`config.mk`:
```
export PLATFORM = sky130hd
export DESIGN_NAME = fragmentTests
export DESIGN_NICKNAME = d
export VERILOG_FILES = /design/src/hdl/fragmentPkg.sv /design/src/hdl/fragmentTests.sv
export VERILOG_INCLUDE_DIRS = /design/src /design/src/hdl
export SDC_FILE = /design/constraint.sdc
export NUM_CORES = 1
export LEC_CHECK = 0
export ABC_AREA = 0
export CORE_ASPECT_RATIO = 1.25
export CORE_UTILIZATION = 50
export DETAILED_ROUTE_END_ITERATION = 10
export DONT_BUFFER_PORTS = 1
export PLACE_DENSITY = 0.72
export SLEW_MARGIN = 20
export SYNTH_ARGS = -nofsm -noshare
export SYNTH_HDL_FRONTEND = slang
export SYNTH_SLANG_ARGS = --single-unit
```
`constraint.sdc`:
```
create_clock -name clk -period 2.6 [get_ports clk]
set_input_delay 0.39 -clock clk [delete_from_list [all_inputs] [get_ports clk]]
set_output_delay 0.39 -clock clk [all_outputs]
set_load 0.02 [all_outputs]
```
`src/hdl/fragment_config.svh`:
```
/*
 * Sizes shared by the fragment pipeline RTL and its testbench.
 * Include this wherever a width or the pipeline latency is needed.
 */
`ifndef FRAGMENT_CONFIG_SVH
`define FRAGMENT_CONFIG_SVH

// tile buffer index, 256 pixels
`define FB_INDEX_WIDTH 8

// depth value width
`define DEPTH_WIDTH 16

// one color channel of RGBA4444
`define SUB_PIXEL_WIDTH 4

// edges from sampling a fragment to its write outputs
`define PIPELINE_LATENCY 5

`endif

```
`src/hdl/fragmentPkg.sv`:
```
/*
 * Types and helper functions of the fragment pipeline.
 * Fragment, color and configuration structs, the compare and blend
 * factor encodings, and the functions shared by the test and blend stages.
 */
`default_nettype none

package fragmentPkg;
`include "fragment_config.svh"

    typedef struct packed {
        logic [`SUB_PIXEL_WIDTH-1:0] r;
        logic [`SUB_PIXEL_WIDTH-1:0] g;
        logic [`SUB_PIXEL_WIDTH-1:0] b;
        logic [`SUB_PIXEL_WIDTH-1:0] a;
    } color_t;

    typedef struct packed {
        logic [`FB_INDEX_WIDTH-1:0] index;
        logic [`DEPTH_WIDTH-1:0]    depth;
        color_t                     color;
    } fragment_t;

    // compare function, used by both depth and alpha test
    typedef enum logic [2:0] {
        ALWAYS, NEVER, LESS, EQUAL, LEQUAL, GREATER, NOTEQUAL, GEQUAL
    } testFunc_t;

    // codes 11 to 15 behave like ZERO
    typedef enum logic [3:0] {
        ZERO, ONE, SRC_COLOR, ONE_MINUS_SRC_COLOR, DST_COLOR, ONE_MINUS_DST_COLOR,
        SRC_ALPHA, ONE_MINUS_SRC_ALPHA, DST_ALPHA, ONE_MINUS_DST_ALPHA, SRC_ALPHA_SATURATE
    } blendFactor_t;

    typedef struct packed {
        testFunc_t                   depthFunc;
        logic                        depthTestEnable;
        testFunc_t                   alphaFunc;
        logic [`SUB_PIXEL_WIDTH-1:0] alphaRef;
        blendFactor_t                srcFactor;
        blendFactor_t                dstFactor;
    } pipelineConfig_t;

    typedef struct packed {
        fragment_t               frag;
        color_t                  dstColor;
        logic [`DEPTH_WIDTH-1:0] dstDepth;
    } fetched_t;

    ////////////////////////////////////////////////////////////
    // shared functions
    ////////////////////////////////////////////////////////////

    // alpha operands are zero extended by the caller
    function automatic logic testFunc(testFunc_t func, logic [`DEPTH_WIDTH-1:0] value,
                                      logic [`DEPTH_WIDTH-1:0] refValue);
        case (func)
            NEVER: return 1'b0;
            LESS: return value < refValue;
            EQUAL: return value == refValue;
            LEQUAL: return value <= refValue;
            GREATER: return value > refValue;
            NOTEQUAL: return value != refValue;
            GEQUAL: return value >= refValue;
            default: return 1'b1;
        endcase
    endfunction

    // 15 - x is the bitwise inverse on a 4 bit channel
    function automatic color_t blendFactor(blendFactor_t mode, color_t src, color_t dst);
        logic [`SUB_PIXEL_WIDTH-1:0] sat;
        sat = (src.a < ~dst.a) ? src.a : ~dst.a;
        case (mode)
            ONE: return '1;
            SRC_COLOR: return src;
            ONE_MINUS_SRC_COLOR: return ~src;
            DST_COLOR: return dst;
            ONE_MINUS_DST_COLOR: return ~dst;
            SRC_ALPHA: return {4{src.a}};
            ONE_MINUS_SRC_ALPHA: return {4{~src.a}};
            DST_ALPHA: return {4{dst.a}};
            ONE_MINUS_DST_ALPHA: return {4{~dst.a}};
            SRC_ALPHA_SATURATE: return {sat, sat, sat, {`SUB_PIXEL_WIDTH{1'b1}}};
            default: return '0;
        endcase
    endfunction

endpackage

`default_nettype wire

```
`src/hdl/fragmentTests.sv`:
```
/*
 * Depth and alpha test stage.
 * Compares the fragment against the destination depth and the alpha
 * reference, and registers the color and depth write decisions.
 */
`timescale 1ns/1ps
`default_nettype none
`include "fragment_config.svh"

module fragmentTests
(
    input  wire                               clk,
    input  wire                               reset,
    input  wire                               fetchedValid,
    input  wire fragmentPkg::fetched_t        fetched,
    input  wire fragmentPkg::pipelineConfig_t pipeConfig,
    output logic                              testedValid,
    output fragmentPkg::fetched_t             tested,
    output logic                              colorWrite,
    output logic                              depthWrite
);
    localparam int PAD = `DEPTH_WIDTH - `SUB_PIXEL_WIDTH;

    logic depthPassed;
    logic alphaPassed;
    logic colorPass;

    assign depthPassed = fragmentPkg::testFunc(pipeConfig.depthFunc, fetched.frag.depth,
                                               fetched.dstDepth);
    assign alphaPassed = fragmentPkg::testFunc(pipeConfig.alphaFunc,
                                               {{PAD{1'b0}}, fetched.frag.color.a},
                                               {{PAD{1'b0}}, pipeConfig.alphaRef});

    // a disabled depth test always lets the color through
    assign colorPass = alphaPassed && (depthPassed || !pipeConfig.depthTestEnable);

    always_ff @(posedge clk)
    begin
        if (reset)
        begin
            testedValid <= 1'b0;
        end
        else
        begin
            testedValid <= fetchedValid;
        end
        tested <= fetched;
        colorWrite <= colorPass;
        depthWrite <= colorPass && pipeConfig.depthTestEnable;
    end
endmodule

`default_nettype wire

```
-- Word-level counts from Yosys, hierarchy flattened
Index checks and enable logic that the tools add are counted.
- $lt $le $gt $ge: 8
- eq/ne operators: 18
- muxes and demuxes: 2
- reductions and logical operators: 4
- operator list (cell ; count):
    equality test 3 bit (second input constant) ; 8
    equality test 16 bit ; 1
    greater-or-equal comparator 16 bit ; 1
    greater-than comparator 16 bit ; 1
    <= comparator 16 bit ; 1
    less-than comparator 16 bit ; 1
    != test 16 bit ; 1
    case mux 1 bit (7 select lines) ; 2
    equality test 3 x 2 -> 1 bit (second input constant) ; 4
    equality test 3 x 1 -> 1 bit (second input constant) ; 2
    equality test 4 bit ; 1
    greater-or-equal comparator 4 bit ; 1
    greater-than comparator 4 bit ; 1
    <= comparator 4 bit ; 1
    less-than comparator 4 bit ; 1
    != test 4 bit ; 1
    logical AND 1 bit ; 2
    logical NOT 1 bit ; 1
    logical OR 1 bit ; 1
- register bits after elaboration: 75
- input bits: 94
- output and inout bits: 75
- word-level logic and storage cells: 46

-- Logic depth before layout (Yosys ltp)
- depth after elaboration: 5
- mapped depth: 7
- gate-level depth less buffers: 7

-- Least setup slack after synthesis
Ideal clock, no wire load.
- path kind: input-to-reg
- start point: input fetched[11] (netlist bit)
- end point: register depthWrite
- library setup time: 0.088 ns
- data arrival time: 1.887 ns
- data required time: 2.512 ns
- path slack: 0.625 ns
- cell stages on the path: 7
- path buffers: 0
- cells stage by stage: inv_1 -> ha_1 -> a41o_1 -> a21oi_2 -> o221ai_2 -> or4_4 -> a311oi_2
- word-level cells in the longest chain between the ends: 5
- elaborated cells between the ends (all ways): 10
- classes of those cells: order compare: 4; eq/ne: 2; mux: 1; reduce/logical: 3
- RTL lines (element ; RTL line ; source):
    start, declared ; fragmentTests.sv:15 ; input wire fragmentPkg::fetched_t fetched,
    greater-or-equal comparator 16 bit (tied with other cells) ; fragmentPkg.sv:64 ; GEQUAL: return value >= refValue;
    case mux 1 bit (7 select lines) (*) ; fragmentPkg.sv:57 ; case (func)
    logical OR 1 bit (*) ; fragmentTests.sv:35 ; assign colorPass = alphaPassed && (depthPassed || !pipeConfig.depthTestEnable);
    logical AND 1 bit (*) ; fragmentTests.sv:35 ;
    logical AND 1 bit (*) ; fragmentTests.sv:49 ; depthWrite <= colorPass && pipeConfig.depthTestEnable;
    end signal, assigned ; fragmentTests.sv:49 ;
    end, declared ; fragmentTests.sv:20 ; output logic depthWrite
Mark *: on every way between the ends. The rest lies on a longest branch, timed or not.
A chain may end at the register's enable or synchronous reset.

-- Worst setup path in the final report
- start point: input fetched[13] (netlist bit)
- end point: register depthWrite
Same word-level chain as after synthesis.

==> impl_results.md <==
- HPWL after DPL: between 3 and 4 mm
- Synth Instances: ~170
- Simple-gate area share of the yosys netlist: 0.0800
- Sw Pwr: a little under 0.6 mW
- Clock Path Buffers: 2
- Detail Route met2 WL: between 2 and 3 mm
- # resized after CTS: 0
- Sequential area share after synthesis: 0.681
- Via count of the routed design: 1,260
- Compound-cell area share of the yosys netlist: 0.0800
- # IOs: between 150 and 200
- Port bufs: 0
- Die Span Y: between 70 and 80 microns
- Total Power: between 2 and 2.5 mW
- Clk slew on worst S/H paths: about 80 ps
- Core area: between 4000 and 5000 sq um
- First-pass GRT wire length: between 6 and 7 mm
- Number of synthesized register bits: 75
- Clk pwr share: 0.409
- XOR/XNOR Fraction of Synth Area: 0.00397
- Net Sw Frac: 0.247
- Leakage: ~1.1 nW
- Synth cell types: 32
- Floorplan die width: a little over 60 microns
- CP required: around 2900 ps
- Crit path DAT: roughly 2000 ps
- Int Power: 1.81 mW
- Most frequent cells in the layout: 75 x dfxtp_1, 22 x inv_1, 20 x ha_1
- Logic gate share of total power: 0.041
- Met3 wire len: 542 microns
- Synth warn: 0
- Antenna-violating nets left: 0
- Main combinational cell family by area after synthesis: adder cells
- Starting Density: 0.530
- Crit Path Class: primary input to flop
- Status: finished, final reports clean
- Post-Synth Adder-Cell Area: 0.113
- GRT overflow: 0
- GRT Total Usage: 0.205
- Final slew viol count: 0
- Setup TNS: 0 ps
- Sequential share of power: 0.550
- Post-CTS repair timing setup buffer count: 0
- First DRT Iteration DRCs: 52
- Largest net degree at the start of global routing: 15
- GPL Wtd Cong: around 0.72
- Synthesis-to-finish area growth: 13.3%
- Least-Margin Pin Slew: about 330 ps
- CTS tree: yes
- Wl on met1: between 1 and 1.5 mm
- Root Driver: clkbuf_8
- Vias in the first global route: between 1,000 and 1,500
- Tightest Hold Check Type: primary input to flop
- Proportion of synthesized area in mux cells: 0.00454
- Routed WL: around 4.4 mm
- Final worst path period share: 0.659
- Max-slew headroom: 0.778
- Antenna violations before repair: 0
- Worst setup EP type: flop
- Mapped Avg Cell Area: about 13 sq um
- Mapped cell area: 2210 sq um
- Cts hold-fix bufs: 0
- Layout cell share with drive strength beyond 1: 0.120
- Crit path time final: around 1700 ps
- N_diodes: 0
- VDD IR max: roughly 0.38 mV
- DRC: 0
- Fin. Hold Viols: 0
- PwrDens: between 900 and 1000 nW/um^2
- Maxcap violations: 0
- Critical path fanouts, max: 3
- Rows: 26
- H-tree Lvls: 3
- Wire per inst: about 19 microns
- Nets@finish: 292
- Most common cell after layout, fill and taps aside: dfxtp_1
- Num CTS Buffers: 9
- Clk sink count: between 70 and 80
- Setup-failing EPs final: 0
- Fill cells: about 340
- RSZ-0062 raised after global routing: no
- Die ar.: around 4700 sq um
- Worst Setup Start Kind: primary input
- Max Fclk: 584 MHz
- Syn Nets: between 200 and 300
- First drt pass iteration count: 4
- Vias/cell: 5.27
- Top sig layer: met4
-- cells in the mapped netlist --
| cell type | number | area share |
|---|---|---|
| xnor2_1 | 1 | 0.0040 |
| or4_4 | 1 | 0.0051 |
| a41oi_1 | 2 | 0.0079 |
| nand3_1 | 2 | 0.0045 |
| o21bai_1 | 1 | 0.0034 |
| o221ai_2 | 1 | 0.0068 |
| nand4_2 | 1 | 0.0057 |
| a41o_1 | 1 | 0.0045 |
| o31ai_1 | 1 | 0.0034 |
| nand2b_1 | 2 | 0.0057 |
| a21oi_1 | 5 | 0.011 |
| nor4_2 | 1 | 0.0057 |
| nor3b_1 | 1 | 0.0034 |
| nor2b_1 | 4 | 0.011 |
| inv_1 | 22 | 0.037 |
| mux2i_1 | 1 | 0.0045 |
| o311a_1 | 1 | 0.0045 |
| a21o_1 | 1 | 0.0034 |
| nor4bb_1 | 1 | 0.0045 |
| a211oi_1 | 2 | 0.0068 |
| or3_1 | 1 | 0.0028 |
| ha_1 | 20 | 0.11 |
| a311oi_2 | 1 | 0.0068 |
| nand2_1 | 4 | 0.0068 |
| a21oi_2 | 1 | 0.0040 |
| dfxtp_1 | 75 | 0.68 |
| or2_1 | 1 | 0.0028 |
| nor4b_1 | 2 | 0.0079 |
| o21a_1 | 3 | 0.010 |
| nor3_1 | 1 | 0.0023 |
| o211ai_1 | 2 | 0.0068 |
| nand4_1 | 4 | 0.011 |
-- critical path, cell delays in order --
cell,delay (ps)
inv_1,30
ha_1,310
nand4_2,160
nor4_2,400
nor2b_1,110
o311a_1,330
a311oi_2,250
-- power by group through the flow --
stage	registers (mW)	clock network [mW]	logic [mW]
after CTS	1.32	1.01	0.102
after global placement	1.35	0	0.0960
after global routing	1.33	1.05	0.115
final	1.32	0.981	0.0994
after detailed placement	1.35	0	0.101
after floorplan	1.34	0	0.0828
-- sequential cells by signal (all words and copies together), names as in the netlist --
name         flops
tested          72
colorWrite       1
depthWrite       1
testedValid      1
-- layer usage --
| layer | vias up | global-route usage |
|---|---|---|
| met5 | - | 0 |
| met4 | 0 | 0.133 |
| met3 | 12 | 0.100 |
| met2 | 95 | 0.370 |
| met1 | 559 | 0.158 |
| li1 | 594 | - |
-- per-stage QoR --
step | setup slack [ps] | hold slack (ps) | instances | cell area (sq um) | utilization
final | 888 | 55.8 | 239 | 2500 | 0.600
after floorplan | 625 | 418 | 167 | 2210 | -
after detailed placement | 528 | 418 | 223 | 2280 | 0.547
after global routing | 738 | 35.0 | 239 | 2500 | 0.600
after CTS | 885 | 37.8 | 239 | 2500 | 0.600
after global placement | 529 | 418 | 223 | 2280 | 0.547
-- cell type report --
cell class | instances | area (sq um) | share of cell area
inverter | 22 | 82.6 | 0.0330
tap | 56 | 70.1 | 0.0280
clock inverter | 7 | 98.8 | 0.0396
clock buffer | 9 | 124 | 0.0496
sequential | 75 | 1500 | 0.601
multi-input combinational | 70 | 622 | 0.249
-- worst paths after layout --
kind,start,end,cells past startpoint
worst min-delay path,fetched[33],tested[33],0
worst max-delay path,fetched[13],depthWrite,7
-- kinds of logic (layout without fill, tap and decap cells) --
logic type,Yosys count,count (layout)
xor+xnor,1,1
buf+inv,22,38
fa+ha+maj,20,20
mux,1,1
flops,75,75
compound gates,22,22
simple gates,26,26
No activity file was read; power rests on OpenSTA's default activity.
