**src/hdl/fragment_config.svh**
```systemverilog
/*
 * Sizes shared by the fragment pipeline RTL and its testbench.
 * Include this wherever a width or the pipeline latency is needed.
 */
`ifndef FRAGMENT_CONFIG_SVH
`define FRAGMENT_CONFIG_SVH

// tile buffer index, 256 pixels
`define FB_INDEX_WIDTH 8

// depth value width
`define DEPTH_WIDTH 16

// one color channel of RGBA4444
`define SUB_PIXEL_WIDTH 4

// edges from sampling a fragment to its write outputs
`define PIPELINE_LATENCY 5

`endif

```
**src/hdl/fragmentPkg.sv**
```systemverilog
/*
 * Types and helper functions of the fragment pipeline.
 * Fragment, color and configuration structs, the compare and blend
 * factor encodings, and the functions shared by the test and blend stages.
 */
`default_nettype none

package fragmentPkg;
`include "fragment_config.svh"

    typedef struct packed {
        logic [`SUB_PIXEL_WIDTH-1:0] r;
        logic [`SUB_PIXEL_WIDTH-1:0] g;
        logic [`SUB_PIXEL_WIDTH-1:0] b;
        logic [`SUB_PIXEL_WIDTH-1:0] a;
    } color_t;

    typedef struct packed {
        logic [`FB_INDEX_WIDTH-1:0] index;
        logic [`DEPTH_WIDTH-1:0]    depth;
        color_t                     color;
    } fragment_t;

    // compare function, used by both depth and alpha test
    typedef enum logic [2:0] {
        ALWAYS, NEVER, LESS, EQUAL, LEQUAL, GREATER, NOTEQUAL, GEQUAL
    } testFunc_t;

    // codes 11 to 15 behave like ZERO
    typedef enum logic [3:0] {
        ZERO, ONE, SRC_COLOR, ONE_MINUS_SRC_COLOR, DST_COLOR, ONE_MINUS_DST_COLOR,
        SRC_ALPHA, ONE_MINUS_SRC_ALPHA, DST_ALPHA, ONE_MINUS_DST_ALPHA, SRC_ALPHA_SATURATE
    } blendFactor_t;

    typedef struct packed {
        testFunc_t                   depthFunc;
        logic                        depthTestEnable;
        testFunc_t                   alphaFunc;
        logic [`SUB_PIXEL_WIDTH-1:0] alphaRef;
        blendFactor_t                srcFactor;
        blendFactor_t                dstFactor;
    } pipelineConfig_t;

    typedef struct packed {
        fragment_t               frag;
        color_t                  dstColor;
        logic [`DEPTH_WIDTH-1:0] dstDepth;
    } fetched_t;

    ////////////////////////////////////////////////////////////
    // shared functions
    ////////////////////////////////////////////////////////////

    // alpha operands are zero extended by the caller
    function automatic logic testFunc(testFunc_t func, logic [`DEPTH_WIDTH-1:0] value,
                                      logic [`DEPTH_WIDTH-1:0] refValue);
        case (func)
            NEVER: return 1'b0;
            LESS: return value < refValue;
            EQUAL: return value == refValue;
            LEQUAL: return value <= refValue;
            GREATER: return value > refValue;
            NOTEQUAL: return value != refValue;
            GEQUAL: return value >= refValue;
            default: return 1'b1;
        endcase
    endfunction

    // 15 - x is the bitwise inverse on a 4 bit channel
    function automatic color_t blendFactor(blendFactor_t mode, color_t src, color_t dst);
        logic [`SUB_PIXEL_WIDTH-1:0] sat;
        sat = (src.a < ~dst.a) ? src.a : ~dst.a;
        case (mode)
            ONE: return '1;
            SRC_COLOR: return src;
            ONE_MINUS_SRC_COLOR: return ~src;
            DST_COLOR: return dst;
            ONE_MINUS_DST_COLOR: return ~dst;
            SRC_ALPHA: return {4{src.a}};
            ONE_MINUS_SRC_ALPHA: return {4{~src.a}};
            DST_ALPHA: return {4{dst.a}};
            ONE_MINUS_DST_ALPHA: return {4{~dst.a}};
            SRC_ALPHA_SATURATE: return {sat, sat, sat, {`SUB_PIXEL_WIDTH{1'b1}}};
            default: return '0;
        endcase
    endfunction

endpackage

`default_nettype wire

```
**src/hdl/fragmentFetch.sv**
```systemverilog
/*
 * Input stage of the fragment pipeline.
 * Samples the fragment stream, addresses both tile buffers and joins the
 * returned destination color and depth with the fragment they belong to.
 */
`timescale 1ns/1ps
`default_nettype none
`include "fragment_config.svh"

module fragmentFetch
(
    input  wire                        clk,
    input  wire                        reset,
    input  wire                        fragmentValid,
    input  wire fragmentPkg::fragment_t fragment,
    input  wire fragmentPkg::color_t   dstColor,
    input  wire [`DEPTH_WIDTH-1:0]     dstDepth,
    output logic [`FB_INDEX_WIDTH-1:0] readIndex,
    output logic                       fetchedValid,
    output fragmentPkg::fetched_t      fetched
);
    logic                   sampledValid;
    fragmentPkg::fragment_t sampled;
    fragmentPkg::fragment_t held;

    always_ff @(posedge clk)
    begin
        if (reset)
        begin
            sampledValid <= 1'b0;
            fetchedValid <= 1'b0;
        end
        else
        begin
            sampledValid <= fragmentValid;
            fetchedValid <= sampledValid;
        end
        sampled <= fragment;
        // wait one cycle for the buffer read
        held <= sampled;
    end

    assign readIndex = sampled.index;
    assign fetched = '{frag: held, dstColor: dstColor, dstDepth: dstDepth};
endmodule

`default_nettype wire

```
**config.mk**
```make
export PLATFORM = sky130hd
export DESIGN_NAME = fragmentFetch
export DESIGN_NICKNAME = d
export VERILOG_FILES = /design/src/hdl/fragmentPkg.sv /design/src/hdl/fragmentFetch.sv
export VERILOG_INCLUDE_DIRS = /design/src /design/src/hdl
export SDC_FILE = /design/constraint.sdc
export NUM_CORES = 1
export LEC_CHECK = 0
export BUFFER_PORTS_ARGS = -buffer_cell sky130_fd_sc_hd__buf_2
export CORE_MARGIN = 2
export CORE_UTILIZATION = 40
export DETAILED_ROUTE_END_ITERATION = 12
export GPL_ROUTABILITY_DRIVEN = 0
export PLACE_DENSITY = 0.86
export SETUP_SLACK_MARGIN = 0.1
export SYNTH_ARGS = -nofsm -noshare
export SYNTH_HDL_FRONTEND = slang
export SYNTH_SLANG_ARGS = --single-unit
```
**constraint.sdc**
```tcl
create_clock -name clk -period 1.35 [get_ports clk]
set_input_delay 0.27 -clock clk [delete_from_list [all_inputs] [get_ports clk]]
set_output_delay 0.27 -clock clk [all_outputs]
set_load 0.03 [all_outputs]
```
# Word-level counts from Yosys, hierarchy flattened
# Cells that the tools add are included.
dict set report totals {
  wordCells 14
  regBits 82
  in_bits 75
  out_inout_bits 81
}

# Depth between registers and ports, before layout
# Gate-level depths: netlist (run 1).
dict set report logic_depth {
  depth_word 0
  depth_mapped 1
  mapped_depth_nobuf 1
}

# Worst setup path after synthesis (run 1)
# No wires, ideal clock.
dict set report synth_timing {
  path_type {reg-to-output}
  start {register fetchedValid}
  end {output port fetchedValid}
  t_arrival_ps 459
  stages_incl_launch_ff 1
  required_ps 1080
  slack_ps 621
  path_buffers 0
  cell_sequence {dfxtp_1}
}
# element line
set synth_rtl {}
lappend synth_rtl {{start: declaration} fragmentFetch.sv:19} ;# output logic fetchedValid,
lappend synth_rtl {{start signal: assignment} fragmentFetch.sv:36} ;# fetchedValid <= sampledValid;
# No word-level cell between the ends.

# Worst setup path after layout (run 1)
dict set report layout_timing {
  start {register sampled, in the netlist readIndex[7]}
  end {output port readIndex[7]}
}
# element line
set layout_rtl {}
lappend layout_rtl {{start: declaration} fragmentFetch.sv:23} ;# fragmentPkg::fragment_t sampled;
lappend layout_rtl {{start signal: assignment} fragmentFetch.sv:38} ;# sampled <= fragment;
lappend layout_rtl {{end: declaration} fragmentFetch.sv:18} ;# output logic [`FB_INDEX_WIDTH-1:0] readIndex,
# No word-level cell between the ends.

==> flow_metrics.py, run 1 <==
metrics = {
    "logic_synthesis": {
        "synth_cells": 124,
        "ys_seq_area_share_pct": 84.0,
        "synth_seq_cells": 82,
        "yosys_warnings": 0,
        "yosysTopAreaCell": "dfxtp_1",
        "netlist_area_um2": 1950,
        "avgSynthCellArea_um2": 15.8,
        "syn_nets": 199,
        "yosysTopAreaCellShare_pct": 84.0,
        "synthDistinctLibCells": 3,
        "synth.area.top_cells": "dfxtp_1 (84%), buf_4 (15%), nor2b_1 (0.64%)",
    },
    "clock_tree": {
        "htree_levels": 3,
        "cts_root_buf": "clkbuf_8",
        "cts_buffers": 9,
        "clk_path_buf_depth": 2,
        "cts_tree": "done",
        "worstSkewPairLatency_ps": 340,
        "cts_sinks": 82,
        "clk_pin_slew_worst_paths_ps": 80,
    },
    "setup_path": {
        "startpoint_type": "flip-flop",
        "critical_path.slowest_cell": "dfxtp_1",
        "rr_startpoint": "sampledValid$_SDFF_PP0_",
        "critPathKind": "reg -> out",
        "path_cells": "buf_2",
        "cp_num_buf_inv": 1,
        "cp_top_family": "flip-flops",
        "crit_path_start": "readIndex[7]$_DFF_P_",
        "cp_data_arrival_time_ps": 890,
        "slowest_delay_ps": 340,
        "critPathCaptureType": "output pin",
        "worstPathRequired_ps": 1080,
        "critPathMaxFanout": 2,
    },
    "grt": {
        "grt_max_degree": 16,
        "grtUsageTotal_pct": 11.8,
        "grt_pass1_wl_um": 4380,
        "overflow": 0,
        "grt_pass1_vias": 997,
        "antenna_found_initial": 0,
    },
    "hold_path": {
        "holdCritStartpoint": "fragment[8]",
        "hold_class": "in -> reg",
    },
    "sta": {
        "finalSetupTns_ps": 0,
        "rsz0062_at_grt": "no",
        "tightest_slew_ps": 173,
        "fin_crit_ps": 1160,
        "fin_ws_ps": 194,
        "hold_viol_final": 0,
        "drv_slew": 0,
        "finalSetupViolCount": 0,
        "finClkSkew_ps": 5.12,
        "relSlewSlack_pct": 88.5,
        "fin_crit_sh_pct": 85.6,
        "hold_slack_ps": 26.1,
        "timing.fmax_mhz": 865,
    },
    "layout": {
        "antennaDiodeCount": 0,
        "drive_above_1_share_pct": 50.5,
        "post-route-util_pct": 55.1,
        "mostFrequentLayoutCell": "buf_2",
        "layout_common_cells": "buf_2 (91), dfxtp_1 (82), dlygate4sd3_1 (21), clkbuf_8 (9)",
        "multi_input_area_um2": 12.5,
        "layout.nets": 282,
        "fin_cells": 279,
        "area_growth_pct": 33.2,
        "fillers": 383,
        "regArea_um2": 1640,
    },
    "route": {
        "firstDrtPassIters": 4,
        "initialDrtViolationCount": 12,
        "ant_nets": 0,
        "via_count": 1058,
        "wl_um": 3150,
        "viasPerCell": 3.79,
        "drc_errors": 0,
        "wl_per_cell_um": 11.3,
    },
    "floorplanning": {
        "die_area_um2": 5460,
        "initial_core_util_pct": 41.4,
        "die_w_um": 73.9,
        "row_count": 25,
        "ios": 156,
        "fp.dieH_um": 73.9,
        "coreArea_um2": 4720,
    },
    "pwr": {
        "p_leak_nw": 1.24,
        "powerDensity_nw_per_um2": 1780,
        "peakVddDrop_v": 0.000830,
    },
    "outcome": {
        "outcome": "completed",
    },
    "placement": {
        "placed_cells": 242,
        "dp_hpwl_um": 2180,
        "preCtsSetupSlack_ps": 574,
        "port_buffers": 91,
    },
    "flow_run": {
        "drv_cap": 0,
    },
}
==> registers in the layout, indices dropped and copies added, names as in the netlist <==
register / count
fetched: 40
fetchedValid: 1
readIndex: 8
sampled: 32
sampledValid: 1
==> timing repair <==
action                                 in CTS  in global routing
resized for setup                           0                  0
hold buffers                               16                  5
setup buffers                               0                  0
endpoints found under the hold margin      16                  5
==> stage by stage <==
step | instance area (µm²) | power, W
3_3_place_gp | 2190 | 0.00292
3_5_place_dp | 2190 | 0.00293
5_1_grt | 2600 | 0.00484
4_1_cts | 2550 | 0.00469
6_report | 2600 | 0.00463
2_1_floorplan | 1950 | 0.00299
==> Yosys cell counts, drive strengths merged <==
cell / n
buf: 40
dfxtp: 82
nor2b: 2
==> power breakdown <==
group	total, W	switching (W)	internal, W
Combinational	0.000340	0.000207	0.000134
Sequential	0.00258	0.0000311	0.00255
Clock	0.00171	0.000847	0.000865
==> cell type report <==
class | instances | area share [%]
multi-input combinational | 2 | 0.481
clock inverter | 7 | 2.93
timing repair buffer | 112 | 25.6
tap | 67 | 3.22
sequential | 82 | 63.0
clock buffer | 9 | 4.76
==> kinds of logic (layout without fill, tap and decap cells) <==
group / after synthesis / count (layout) / synth area share [%]
flip-flops: 82 / 82 / 84.0
buffers and inverters: 40 / 128 / 15.4
AND/OR/NAND/NOR: 2 / 2 / 0.640
==> path summary, 6_finish.rpt <==
path	end	slack (ps)	cells past startpoint
setup / recovery	readIndex[7]	190	1
hold / removal	sampled[8]$_DFF_P_	30	1
setup reg to reg	fetchedValid$_SDFF_PP0_	840	1
hold reg to reg	fetched[46]$_DFF_P_	320	0
==> routing by layer <==
layer | global-route usage [%] | share of wire, %
met5 | 0 | 0
met4 | 9.09 | 2.7
met3 | 9.33 | 13
met2 | 19.5 | 51
met1 | 8.91 | 33
(Power assumes the default switching activity.)
==> inputs of run 2 (changes only) <==
- BUFFER_PORTS_ARGS: -buffer_cell sky130_fd_sc_hd__buf_2 -> -buffer_cell sky130_fd_sc_hd__buf_4
==> run 2 against run 1 <==
Against the previous run: sequential power about the same; sequential share of layout area down 1.3 points; global-route usage down 0.65 points.
==> flow_metrics.py, run 2 (synthesized netlist as in run 1, its figures left out) <==
metrics = {
    "clock_tree": {
        "hold_buffers": 0,
        "cts_buffers": 9,
        "cts_resized": 0,
        "clk_pin_slew_worst_paths_ps": 80,
        "worstSkewPairLatency_ps": 340,
        "cts_tree": "done",
        "clk_path_buf_depth": 2,
        "cts_root_buf": "clkbuf_8",
        "post_cts_buffers": 0,
        "htree_levels": 3,
        "cts_sinks": 82,
    },
    "sta": {
        "fin_crit_sh_pct": 81.9,
        "rsz0062_at_grt": "no",
        "finalSetupViolCount": 0,
        "hold_slack_ps": 28.9,
        "finClkSkew_ps": 4.58,
        "hold_viol_final": 0,
        "tightest_slew_ps": 104,
        "fin_crit_ps": 1110,
        "drv_slew": 0,
        "timing.fmax_mhz": 905,
        "relSlewSlack_pct": 93.0,
        "finalSetupTns_ps": 0,
    },
    "layout": {
        "stdcell_area_um2": 2660,
        "multi_input_area_um2": 12.5,
        "largest_reg_flops": 40,
        "regArea_um2": 1640,
        "fillers": 383,
        "area_growth_pct": 36.1,
        "mostFrequentLayoutCell": "buf_4",
        "drive_above_1_share_pct": 55.8,
        "layout.nets": 261,
        "antennaDiodeCount": 0,
        "layout_common_cells": "buf_4 (91), dfxtp_1 (82), clkbuf_8 (9), bufinv_16 (3), nor2b_1 (2)",
    },
    "setup_path": {
        "cp_data_arrival_time_ps": 840,
        "cp_top_family": "flip-flops",
        "cp_num_buf_inv": 1,
        "critPathMaxFanout": 2,
        "rr_startpoint": "sampledValid$_SDFF_PP0_",
        "critPathKind": "reg -> out",
        "slowest_delay_ps": 340,
        "startpoint_type": "flip-flop",
        "path_cells": "buf_4",
        "worstPathRequired_ps": 1080,
        "r2r_slack_ps": 840,
        "critical_path.slowest_cell": "dfxtp_1",
        "critPathCaptureType": "output pin",
        "reg2reg_to": "fetchedValid$_SDFF_PP0_",
        "reg2reg_depth": 1,
    },
    "route": {
        "ant_nets": 0,
        "via_count": 978,
        "viasPerCell": 3.81,
        "firstDrtPassIters": 3,
        "wl_um": 3020,
        "drc_errors": 0,
        "wl_per_cell_um": 11.7,
        "initialDrtViolationCount": 33,
    },
    "pwr": {
        "peakVddDrop_v": 0.00113,
        "p_sw_share_pct": 21.1,
        "power.total_w": 0.00500,
        "power_switching_w": 0.00105,
        "clkPwrFrac_pct": 41.0,
        "powerDensity_nw_per_um2": 1880,
        "p_leak_nw": 1.25,
        "p_seq_share_pct": 51.7,
        "p_comb_share_pct": 7.4,
        "internal_power_w": 0.00394,
    },
    "grt": {
        "grt.busiest_layer": "met2",
        "met1_usage_pct": 10.1,
        "antenna_found_initial": 0,
        "overflow": 0,
        "grt_pass1_vias": 970,
        "grtUsageTotal_pct": 11.2,
        "met2_usage_pct": 16.8,
        "grt_max_degree": 15,
        "globalRouteMet3Util_pct": 7.41,
        "grt_pass1_wl_um": 4230,
    },
    "floorplanning": {
        "die_area_um2": 5460,
        "ios": 156,
        "coreArea_um2": 4720,
        "initial_core_util_pct": 41.4,
        "die_w_um": 73.9,
        "fp.dieH_um": 73.9,
        "row_count": 25,
    },
    "hold_path": {
        "worstHoldPathCells": 1,
        "hold_class": "in -> reg",
        "holdCritStartpoint": "fragment[18]",
        "whs_endpoint": "sampled[18]$_DFF_P_",
    },
    "placement": {
        "placed_area_um2": 2420,
        "port_buffers": 91,
        "dp_hpwl_um": 2210,
    },
    "flow_run": {
        "drv_cap": 0,
    },
    "outcome": {
        "outcome": "completed",
    },
}
run 2: how the worst max path moves through the flow:
| stage | start | endpoint | slack (ps) | cells after the start |
|---|---|---|---|---|
| 3_5_place_dp | fetched[60]$_DFF_P_ | fetched[60] | 610 | 1 |
| 3_3_place_gp | fetched[40]$_DFF_P_ | fetched[40] | 620 | 1 |
| 4_1_cts | readIndex[0]$_DFF_P_ | readIndex[0] | 220 | 1 |
| 6_report | readIndex[5]$_DFF_P_ | readIndex[5] | 240 | 1 |
| 5_1_grt | readIndex[5]$_DFF_P_ | readIndex[5] | 200 | 1 |
| 2_1_floorplan | fetchedValid$_SDFF_PP0_ | fetchedValid | 620 | 0 |
run 2: area by class of cell:
class	count	area share, %
clock buffer	9	4.66
clock inverter	6	4.33
multi-input combinational	2	0.470
sequential	82	61.7
tap	67	3.15
timing repair buffer	91	25.7
run 2: power groups by stage:
stage / sequential [W] / combinational [W] / clock [W]
detailed placement: 0.00264 / 0.000372 / 0
floorplan: 0.00276 / 0.000223 / 0
global placement: 0.00263 / 0.000367 / 0
CTS: 0.00258 / 0.000373 / 0.00210
global route: 0.00259 / 0.000385 / 0.00219
finish: 0.00258 / 0.000368 / 0.00205
run 2: metrics by stage:
step           util (%)  worst slack [ps]  cells
6_report           56.3               245    257
2_1_floorplan         -               621    124
4_1_cts            56.3               220    257
3_5_place_dp       51.3               607    242
3_3_place_gp       51.3               625    242
5_1_grt            56.3               197    257
run 2: metal layers:
| layer | up-vias | routed length, µm |
|---|---|---|
| met1 | 424 | 1060 |
| met5 | - | 0 |
| met3 | 13 | 391 |
| met4 | 0 | 117 |
| li1 | 459 | - |
| met2 | 82 | 1450 |
