`config.mk`:
```
export PLATFORM = sky130hd
export DESIGN_NAME = writeBack
export DESIGN_NICKNAME = d
export VERILOG_FILES = /design/src/hdl/fragmentPkg.sv /design/src/hdl/writeBack.sv
export VERILOG_INCLUDE_DIRS = /design/src /design/src/hdl
export SDC_FILE = /design/constraint.sdc
export NUM_CORES = 1
export LEC_CHECK = 0
export CAP_MARGIN = 25
export CELL_PAD_IN_SITES_DETAIL_PLACEMENT = 1
export CELL_PAD_IN_SITES_GLOBAL_PLACEMENT = 1
export CORE_ASPECT_RATIO = 0.8
export CORE_MARGIN = 2
export CORE_UTILIZATION = 35
export DETAILED_ROUTE_END_ITERATION = 8
export DONT_BUFFER_PORTS = 1
export HOLD_SLACK_MARGIN = 0.1
export PLACE_DENSITY_LB_ADDON = 0.25
export SYNTH_ARGS = -nofsm -noshare
export SYNTH_HDL_FRONTEND = slang
export SYNTH_SLANG_ARGS = --single-unit
export TNS_END_PERCENT = 10
```
`constraint.sdc`:
```
create_clock -name clk -period 1.4 [get_ports clk]
set_clock_uncertainty 0.1 [all_clocks]
set_input_delay 0.28 -clock clk [delete_from_list [all_inputs] [get_ports clk]]
set_output_delay 0.28 -clock clk [all_outputs]
set_load 0.02 [all_outputs]
```
`src/hdl/fragment_config.svh`:
```
/*
 * Sizes shared by the fragment pipeline RTL and its testbench.
 * Include this wherever a width or the pipeline latency is needed.
 */
`ifndef FRAGMENT_CONFIG_SVH
`define FRAGMENT_CONFIG_SVH

// tile buffer index, 256 pixels
`define FB_INDEX_WIDTH 8

// depth value width
`define DEPTH_WIDTH 16

// one color channel of RGBA4444
`define SUB_PIXEL_WIDTH 4

// edges from sampling a fragment to its write outputs
`define PIPELINE_LATENCY 5

`endif

```
`src/hdl/fragmentPkg.sv`:
```
/*
 * Types and helper functions of the fragment pipeline.
 * Fragment, color and configuration structs, the compare and blend
 * factor encodings, and the functions shared by the test and blend stages.
 */
`default_nettype none

package fragmentPkg;
`include "fragment_config.svh"

    typedef struct packed {
        logic [`SUB_PIXEL_WIDTH-1:0] r;
        logic [`SUB_PIXEL_WIDTH-1:0] g;
        logic [`SUB_PIXEL_WIDTH-1:0] b;
        logic [`SUB_PIXEL_WIDTH-1:0] a;
    } color_t;

    typedef struct packed {
        logic [`FB_INDEX_WIDTH-1:0] index;
        logic [`DEPTH_WIDTH-1:0]    depth;
        color_t                     color;
    } fragment_t;

    // compare function, used by both depth and alpha test
    typedef enum logic [2:0] {
        ALWAYS, NEVER, LESS, EQUAL, LEQUAL, GREATER, NOTEQUAL, GEQUAL
    } testFunc_t;

    // codes 11 to 15 behave like ZERO
    typedef enum logic [3:0] {
        ZERO, ONE, SRC_COLOR, ONE_MINUS_SRC_COLOR, DST_COLOR, ONE_MINUS_DST_COLOR,
        SRC_ALPHA, ONE_MINUS_SRC_ALPHA, DST_ALPHA, ONE_MINUS_DST_ALPHA, SRC_ALPHA_SATURATE
    } blendFactor_t;

    typedef struct packed {
        testFunc_t                   depthFunc;
        logic                        depthTestEnable;
        testFunc_t                   alphaFunc;
        logic [`SUB_PIXEL_WIDTH-1:0] alphaRef;
        blendFactor_t                srcFactor;
        blendFactor_t                dstFactor;
    } pipelineConfig_t;

    typedef struct packed {
        fragment_t               frag;
        color_t                  dstColor;
        logic [`DEPTH_WIDTH-1:0] dstDepth;
    } fetched_t;

    ////////////////////////////////////////////////////////////
    // shared functions
    ////////////////////////////////////////////////////////////

    // alpha operands are zero extended by the caller
    function automatic logic testFunc(testFunc_t func, logic [`DEPTH_WIDTH-1:0] value,
                                      logic [`DEPTH_WIDTH-1:0] refValue);
        case (func)
            NEVER: return 1'b0;
            LESS: return value < refValue;
            EQUAL: return value == refValue;
            LEQUAL: return value <= refValue;
            GREATER: return value > refValue;
            NOTEQUAL: return value != refValue;
            GEQUAL: return value >= refValue;
            default: return 1'b1;
        endcase
    endfunction

    // 15 - x is the bitwise inverse on a 4 bit channel
    function automatic color_t blendFactor(blendFactor_t mode, color_t src, color_t dst);
        logic [`SUB_PIXEL_WIDTH-1:0] sat;
        sat = (src.a < ~dst.a) ? src.a : ~dst.a;
        case (mode)
            ONE: return '1;
            SRC_COLOR: return src;
            ONE_MINUS_SRC_COLOR: return ~src;
            DST_COLOR: return dst;
            ONE_MINUS_DST_COLOR: return ~dst;
            SRC_ALPHA: return {4{src.a}};
            ONE_MINUS_SRC_ALPHA: return {4{~src.a}};
            DST_ALPHA: return {4{dst.a}};
            ONE_MINUS_DST_ALPHA: return {4{~dst.a}};
            SRC_ALPHA_SATURATE: return {sat, sat, sat, {`SUB_PIXEL_WIDTH{1'b1}}};
            default: return '0;
        endcase
    endfunction

endpackage

`default_nettype wire

```
`src/hdl/writeBack.sv`:
```
/*
 * Output stage of the fragment pipeline.
 * Registers the final write and gates both enables with valid. The
 * outputs drive the top ports and the tile buffer write ports.
 */
`timescale 1ns/1ps
`default_nettype none
`include "fragment_config.svh"

module writeBack
(
    input  wire                        clk,
    input  wire                        reset,
    input  wire                        blendedValid,
    input  wire [`FB_INDEX_WIDTH-1:0]  blendedIndex,
    input  wire [`DEPTH_WIDTH-1:0]     blendedDepth,
    input  wire fragmentPkg::color_t   blendedColor,
    input  wire                        blendedColorWrite,
    input  wire                        blendedDepthWrite,
    output logic                       colorWriteEnable,
    output logic                       depthWriteEnable,
    output logic [`FB_INDEX_WIDTH-1:0] writeIndex,
    output fragmentPkg::color_t        colorOut,
    output logic [`DEPTH_WIDTH-1:0]    depthOut
);
    always_ff @(posedge clk)
    begin
        if (reset)
        begin
            colorWriteEnable <= 1'b0;
            depthWriteEnable <= 1'b0;
        end
        else
        begin
            colorWriteEnable <= blendedValid && blendedColorWrite;
            depthWriteEnable <= blendedValid && blendedDepthWrite;
        end
        // data only moves with a valid fragment
        if (blendedValid)
        begin
            writeIndex <= blendedIndex;
            colorOut <= blendedColor;
            depthOut <= blendedDepth;
        end
    end
endmodule

`default_nettype wire

```
Word level (Yosys, flattened, before mapping)

Index checks and enable logic that the tools add are counted.

Input bits: 45
Register bits: 42
Logic and storage cells: 10
Output and inout bits: 42

Reductions and logical operators: 2

Operators with widths:

| kind              | count |
|---|---|
| 1-bit logical AND | 2 |

Longest topological paths before layout

Gate-level depths: netlist of the first run.

Depth after elaboration: 1
Depth in mapped cells: 1

Least setup slack after synthesis of the first run

No wires, ideal clock.

Kind: reg2out
Start point: reg colorOut[0] in the netlist's numbering
End point: out colorOut[0] in the netlist's numbering
Data required time: 1.020 ns
Arrival time: 0.449 ns
Path slack: 0.571 ns
Cell stages (with the launch flop): 1
Path through: edfxtp_1

RTL lines:

| what                   | line            | text |
|---|---|---|
| from (decl)            | writeBack.sv:23 | `output fragmentPkg::color_t colorOut,` |
| from (signal assigned) | writeBack.sv:42 | `colorOut <= blendedColor;` |

No word-level cell between the ends.

Worst setup path after layout of the first run

Start point: reg depthOut[4]
End point: out depthOut[4]

RTL lines:

| what                   | line            | text |
|---|---|---|
| from (decl)            | writeBack.sv:24 | `` output logic [`DEPTH_WIDTH-1:0] depthOut `` |
| from (signal assigned) | writeBack.sv:43 | `depthOut <= blendedDepth;` |

No word-level cell between the ends.

==> impl_metrics.ini, run 1 <==
[pwr]
finalPower_mw = 2.47
switching_share_pct = 22.7
p_leak_nw = 0.642
max-vdd-ir-drop_v = 0.000700
power_frac_seq_pct = 66.8
p_switching_mw = 0.562
powerDensity_nw_per_um2 = 1360
pwr-share-comb_pct = 3.9
cell_internal_pwr_mw = 1.91
power_frac_clock_pct = 29.3

[die]
die_width_um = 71.0
rows = 19
dieArea_um2 = 4100
die_h_um = 57.6
core_um2 = 3450
initial_core_util_pct = 36.5
ios = 87

[sta]
clock.fmax_mhz = 850
rsz0062_at_grt = no
setup_tns_ns = 0
period_share_pct = 84.0
finalSetupViolCount = 0
slew_headroom_pct = 83.5
fin_crit_ns = 1.18
final_max_slew_viol_count = 0
finalHoldViolCount = 0
hold_slack_ns = 0.00425
tightest_slew_ns = 0.249

[critical_path]
crit_arrival_ns = 0.80
cp.required_ns = 1.02
end_kind = output port
critPathMaxFanout = 1
path_class = flop to output port
crit_path_start_kind = flop

[run_status]
status = finished, final reports clean

[logic_synthesis]
synth_edf_count = 40
yosys.cell_types.count = 3
synth_async_sr_flop_share_pct = 0
synth.top_cells.by_area = edfxtp_1 95%, dfxtp_1 3.2%, and3b_1 1.4%
synth_top_area_share_pct = 95.4
synth_seq_area_share_pct = 98.6
ys.warnings.count = 0
synth_area_um2 = 1260
postSynthCellCount = 44
synth-seq-cells = 42
syn_avg_cell_area_um2 = 28.6
synthTopCellsByCount = 40 x edfxtp_1, 2 x and3b_1, 2 x dfxtp_1
synth_nets = 89
ys.flop_type = edfxtp_1
yosysTopAreaCell = edfxtp_1
synth.most_common_cell = edfxtp_1

[detailed_routing]
routedWlPerCell_um = 19.5
remaining_drc_errors = 0
ant_nets = 0
post_drt_via_cell_ratio = 4.50
vias = 612
drt_iter0_drc = 59
routed_wl_mm = 2.65
drt-pass1-iter-count = 3

[global_routing]
grt_pass1_wl_mm = 3.82
grt_max_degree = 43
grt.total_usage_pct = 13.2
antenna_found_initial = 0
overflow = 0
grt_pass1_vias = 694

[hold_path]
min_from = blendedValid
holdPathStages = 0
hold_path_end = colorOut[11]$_DFFE_PP_
hp-class = input port to flop

[placement]
place.gp.congestion = 0.606
numPortBuffers = 0

[clock_tree]
clk_pin_slew_worst_paths_ns = 0.08
cts_made_buffers = 5
ctsHoldBuffers = 42
cts_root_buffer = clkbuf_8
cts_buffer_depth = 2
cts_tree = done
cts.sinks = 42
cts_max_level = 2

[job]
cap_violations = 0

[final_layout]
area_growth_pct = 44.0
drive_gt1_share_pct = 6.38
nFillCells = 306
diodes = 0
num-nets-final = 138
registers in the layout (all words and copies together) (netlist names):
name,flops
colorWriteEnable,1
depthOut,16
depthWriteEnable,1
writeIndex,8
colorOut,16
final cells by class:
class / count / area (um^2) / area share [%]
sequential: 42 / 1240 / 68.5
timing repair buffer: 42 / 420 / 23.2
clock buffer: 6 / 72.6 / 4.00
tap: 42 / 52.6 / 2.90
multi-input combinational: 2 / 17.5 / 0.966
clock inverter: 2 / 8.76 / 0.483
routing by layer:
layer	wire [um]	vias up	global-route usage (%)
met5	0	-	0
met4	27	0	6.47
met3	270	2	8.00
met2	1430	45	21.6
met1	923	293	13.5
li1	-	272	-
power by group through the flow:
stage / Sequential, mW / Combinational (mW) / Clock, mW
final: 1.65 / 0.0963 / 0.726
after global routing: 1.66 / 0.104 / 0.795
after CTS: 1.66 / 0.0962 / 0.750
after detailed placement: 1.68 / 0.00237 / 0
after global placement: 1.68 / 0.00240 / 0
after floorplan: 1.66 / 0.00202 / 0
timing repair:
action / in CTS / in global routing
gates resized for setup: 0 / 0
setup buffers: 0 / 0
hold endpoints to repair: 82 / 41
worst max path at each step:
stage                           start  slack (ns)  depth (start not counted)      endpoint
6_report        depthOut[4]$_DFFE_PP_        0.22                          0   depthOut[4]
3_3_place_gp   colorOut[11]$_DFFE_PP_        0.55                          0  colorOut[11]
2_1_floorplan   colorOut[0]$_DFFE_PP_        0.57                          0   colorOut[0]
3_5_place_dp    depthOut[4]$_DFFE_PP_        0.54                          0   depthOut[4]
5_1_grt         depthOut[4]$_DFFE_PP_        0.20                          0   depthOut[4]
4_1_cts         depthOut[4]$_DFFE_PP_        0.21                          0   depthOut[4]
cell families after synthesis:
family	count (synthesis)	share of synthesized area [%]
flip-flops	42	98.6
AND/OR/NAND/NOR	2	1.39
stage by stage:
step	setup WS, ns	std cells	util (%)	cell area (um^2)
4_1_cts	0.211	136	52.6	1810
6_report	0.223	136	52.6	1810
3_5_place_dp	0.535	86	38.0	1310
5_1_grt	0.201	136	52.6	1810
2_1_floorplan	0.571	44	-	1260
3_3_place_gp	0.548	86	38.0	1310
layout by cell type, fill, tap and decap left out, drive strengths merged:
cell         instances
dfxtp                2
dlygate4sd3         42
and3b                2
clkbuf               6
edfxtp              40
clkinv               2
Note: power is estimated with default switching activity, not from simulation.
==> run 2: changes to the inputs <==
ABC_AREA = 1   (was not set)
clock period = 1 ns   (was 1.4 ns; I/O delays follow)
==> impl_metrics.ini, run 2 <==
[die]
ios = 87
initial_core_util_pct = 36.5
core_um2 = 3450
die_h_um = 57.6
rows = 19
die_width_um = 71.0
dieArea_um2 = 4100

[pwr]
finalPower_mw = 3.42
pwr-share-comb_pct = 4.1
switching_share_pct = 21.7
max-vdd-ir-drop_v = 0.000998
p_leak_nw = 0.638
powerDensity_nw_per_um2 = 1880
power_frac_clock_pct = 28.5
p_switching_mw = 0.743
cell_internal_pwr_mw = 2.68
power_frac_seq_pct = 67.3

[detailed_routing]
drt_iter0_drc = 44
routed_wl_mm = 2.35
drt-pass1-iter-count = 2
vias = 630
wl_met2_mm = 1.05
met3_length_um = 365
post_drt_via_cell_ratio = 4.53
ant_nets = 0
routedWlPerCell_um = 16.9
met1_length_um = 916
highest_layer = met4
remaining_drc_errors = 0

[clock_tree]
cts.sinks = 42
cts_root_buffer = clkbuf_8
cts_made_buffers = 5
cts_tree = done
cts_buffer_depth = 2
clk_pin_slew_worst_paths_ns = 0.07
ctsHoldBuffers = 43
cts_max_level = 2

[global_routing]
antenna_found_initial = 0
grt.total_usage_pct = 11.9
grt_pass1_vias = 683
grt_pass1_wl_mm = 3.49
overflow = 0
grt_max_degree = 43

[logic_synthesis]
synth_nets = 91
ys.flop_type = edfxtp_1
synthTopCellsByCount = 40 x edfxtp_1, 2 x dfxtp_1, 2 x nand2_1, 1 x nor2_1, 1 x nor2_2
postSynthCellCount = 46
syn_avg_cell_area_um2 = 27.4
yosysTopAreaCell = edfxtp_1
synth.top_cells.by_area = edfxtp_1 95%, dfxtp_1 3.2%, nand2_1 0.60%
synth.most_common_cell = edfxtp_1
synth_top_area_share_pct = 95.4
synth_seq_area_share_pct = 98.6
ys.warnings.count = 0
synth_area_um2 = 1260
synth-seq-cells = 42
synth_edf_count = 40
synth_async_sr_flop_share_pct = 0
yosys.cell_types.count = 5

[placement]
place.gp.congestion = 0.606
dpl_cell_area_um2 = 1310
numPortBuffers = 0
dp.cells = 88
dpl_worst_slack_ns = 0.225

[sta]
final_max_slew_viol_count = 0
period_share_pct = 107
fin_crit_ns = 1.07
tightest_slew_ns = 0.224
clock.fmax_mhz = 931
rsz0062_at_grt = yes
hold_slack_ns = -0.0707
finalSetupViolCount = 40
slew_headroom_pct = 85.1
finalHoldViolCount = 41
worst_slack_ns = -0.0737

[final_layout]
regArea_um2 = 1240
stdcell_count = 139
final_core_util_pct = 53.0
final_cell_mix = 43 x dlygate4sd3_1, 40 x edfxtp_1, 5 x clkbuf_8
final_area_um2 = 1830
nFillCells = 329
area_growth_pct = 45.0
drive_gt1_share_pct = 9.28
diodes = 0
top_regs = colorOut: 16 flops, depthOut: 16 flops, writeIndex: 8 flops
num-nets-final = 141
layout_commonest_cell = dlygate4sd3_1
multi_input_area_um2 = 17.5

[run_status]
violations = hold timing, setup timing
status = finished, violations left

[critical_path]
cp.required_ns = 0.70
end_kind = output port
startpoint = colorOut[15]$_DFFE_PP_
path_class = flop to output port
crit_arrival_ns = 0.77
crit_path_start_kind = flop
critPathMaxFanout = 1

[hold_path]
min_from = blendedValid
hp-class = input port to flop

[job]
cap_violations = 0
## run 2: changes by cell type after synthesis, sizes merged
| cell | before | now |
|---|---|---|
| nand2 | 0 | 2 |
| and3b | 2 | 0 |
| nor2 | 0 | 2 |
## run 2: logic make-up (layout without fill, tap and decap cells)
| logic type | after synthesis | after routing | share of synthesized area [%] |
|---|---|---|---|
| AND/OR/NAND/NOR | 4 | 4 | 1.39 |
| buffers and inverters | 0 | 51 | 0 |
| flip-flops | 42 | 42 | 98.6 |
## run 2: layer usage
metal,up-vias,GRT usage [%]
met3,2,8.87
met1,290,12.8
li1,278,-
met2,60,17.5
met5,-,0
met4,0,5.66
## run 2: layout make-up
cell class	instances	share of cell area (%)
flip-flops and latches	42	68.1
repair buffers	43	23.6
clock buffers	6	3.98
well taps	42	2.88
multi-input cells	4	0.960
clock inverters	2	0.480
## run 2: power by group through the flow
stage,combinational (mW),clock (mW),sequential (mW)
floorplan,0.00348,0,2.33
global placement,0.00364,0,2.34
detailed placement,0.00409,0,2.35
CTS,0.140,1.03,2.31
global route,0.154,1.10,2.32
finish,0.142,0.976,2.31
## run 2: worst paths after layout
| kind | endpoint | slack [ns] | cells past startpoint |
|---|---|---|---|
| worst max-delay path | colorOut[15] | -0.07 | 0 |
| worst min-delay path | depthOut[3]$_DFFE_PP_ | -0.07 | 0 |
## run 2: stage by stage
stage	hold WS, ns	TNS, ns
floorplan	0.167	0
global placement	0.168	0
detailed placement	0.171	0
CTS	-0.0840	-3.11
global route	-0.0970	-3.81
finish	-0.0707	-2.44
## run 2: repair_timing
item / in CTS / in global routing
gates resized for setup: 2 / 0
endpoints found under the hold margin: 82 / 41
setup endpoints to repair: 42 / 40
setup buffers: 0 / 0
==> run 3: changes to the inputs <==
ABC_AREA = not set   (was 1)
==> impl_metrics.ini, run 3 (synthesis gave the netlist of run 1 again) <==
[detailed_routing]
vias = 612
routed_wl_mm = 2.65
drt_iter0_drc = 59
drt-pass1-iter-count = 3
ant_nets = 0
remaining_drc_errors = 0
routedWlPerCell_um = 19.5
post_drt_via_cell_ratio = 4.50

[pwr]
finalPower_mw = 3.46
max-vdd-ir-drop_v = 0.000980
p_leak_nw = 0.643
powerDensity_nw_per_um2 = 1910

[clock_tree]
cts.sinks = 42
clk_pin_slew_worst_paths_ns = 0.08
cts_root_buffer = clkbuf_8
cts_tree = done
cts_max_level = 2
cts_buffer_depth = 2
cts_made_buffers = 5
ctsHoldBuffers = 42

[run_status]
status = finished, violations left
violations = hold timing, setup timing

[global_routing]
overflow = 0
grt_pass1_wl_mm = 3.82
grt_pass1_vias = 694
grt.total_usage_pct = 13.2
grt_max_degree = 43
antenna_found_initial = 0

[critical_path]
endpoint = depthOut[4]
cp.required_ns = 0.70
startpoint = depthOut[4]$_DFFE_PP_
crit_path_start_kind = flop
critPathMaxFanout = 1
crit_arrival_ns = 0.80
cp.depth = 0
path_class = flop to output port
end_kind = output port

[die]
die_width_um = 71.0
core_um2 = 3450
initial_core_util_pct = 36.5
die_h_um = 57.6
dieArea_um2 = 4100
ios = 87
rows = 19

[sta]
setup_tns_ns = -2.96
slew_headroom_pct = 83.5
period_share_pct = 110
final_max_slew_viol_count = 0
hold_slack_ns = -0.0758
tightest_slew_ns = 0.249
fin_crit_ns = 1.10
rsz0062_at_grt = yes
worst_slack_ns = -0.0966
finalHoldViolCount = 40
finalSetupViolCount = 40
clock.fmax_mhz = 912

[placement]
dpl_worst_slack_ns = 0.215
place.gp.congestion = 0.606
dp.cells = 86
dpl_cell_area_um2 = 1310
numPortBuffers = 0

[final_layout]
drive_gt1_share_pct = 8.51
regArea_um2 = 1240
diodes = 0
num-nets-final = 138
layout_commonest_cell = dlygate4sd3_1
nFillCells = 306
area_growth_pct = 44.2
top_regs = colorOut: 16 flops, depthOut: 16 flops, writeIndex: 8 flops
stdcell_count = 136
final_area_um2 = 1820
final_cell_mix = 42 x dlygate4sd3_1, 40 x edfxtp_1, 5 x clkbuf_8
final_core_util_pct = 52.7
multi_input_area_um2 = 17.5

[hold_path]
holdPathStages = 0
hp-class = input port to flop

[job]
cap_violations = 0
==> run 3: worst min path at each step <==
stage | start | endpoint
detailed placement | blendedColor[3] | colorOut[3]$_DFFE_PP_
CTS | blendedValid | colorOut[3]$_DFFE_PP_
global placement | blendedDepth[10] | depthOut[10]$_DFFE_PP_
global route | blendedValid | writeIndex[7]$_DFFE_PP_
finish | blendedValid | colorOut[11]$_DFFE_PP_
floorplan | blendedColor[0] | colorOut[0]$_DFFE_PP_
==> run 3: metal layers <==
layer  global-route usage (%)  wire length, um
met1                     13.5              924
met2                     21.6             1430
met3                     8.00              270
met4                     6.47               27
met5                        0                0
==> run 3: layout make-up <==
class / instances / share of cell area [%]
Multi-Input combinational cell: 2 / 0.965
Timing Repair Buffer: 42 / 23.2
Sequential cell: 42 / 68.5
Clock buffer: 6 / 4.00
Clock inverter: 2 / 0.482
Tap cell: 42 / 2.89
==> run 3: what timing repair did <==
action | 4_1_cts | 5_1_grt
endpoints found under the hold margin | 82 | 41
gates cloned | 0 | 0
endpoints found under the setup margin | 42 | 40
resized for setup | 2 | 0
buffers inserted | 0 | 0
==> run 3: power by group <==
part           leakage (nW)  switching [mW]  internal, mW
sequential            0.409           0.226          2.09
clock                0.0426           0.537         0.480
combinational         0.192          0.0244         0.110
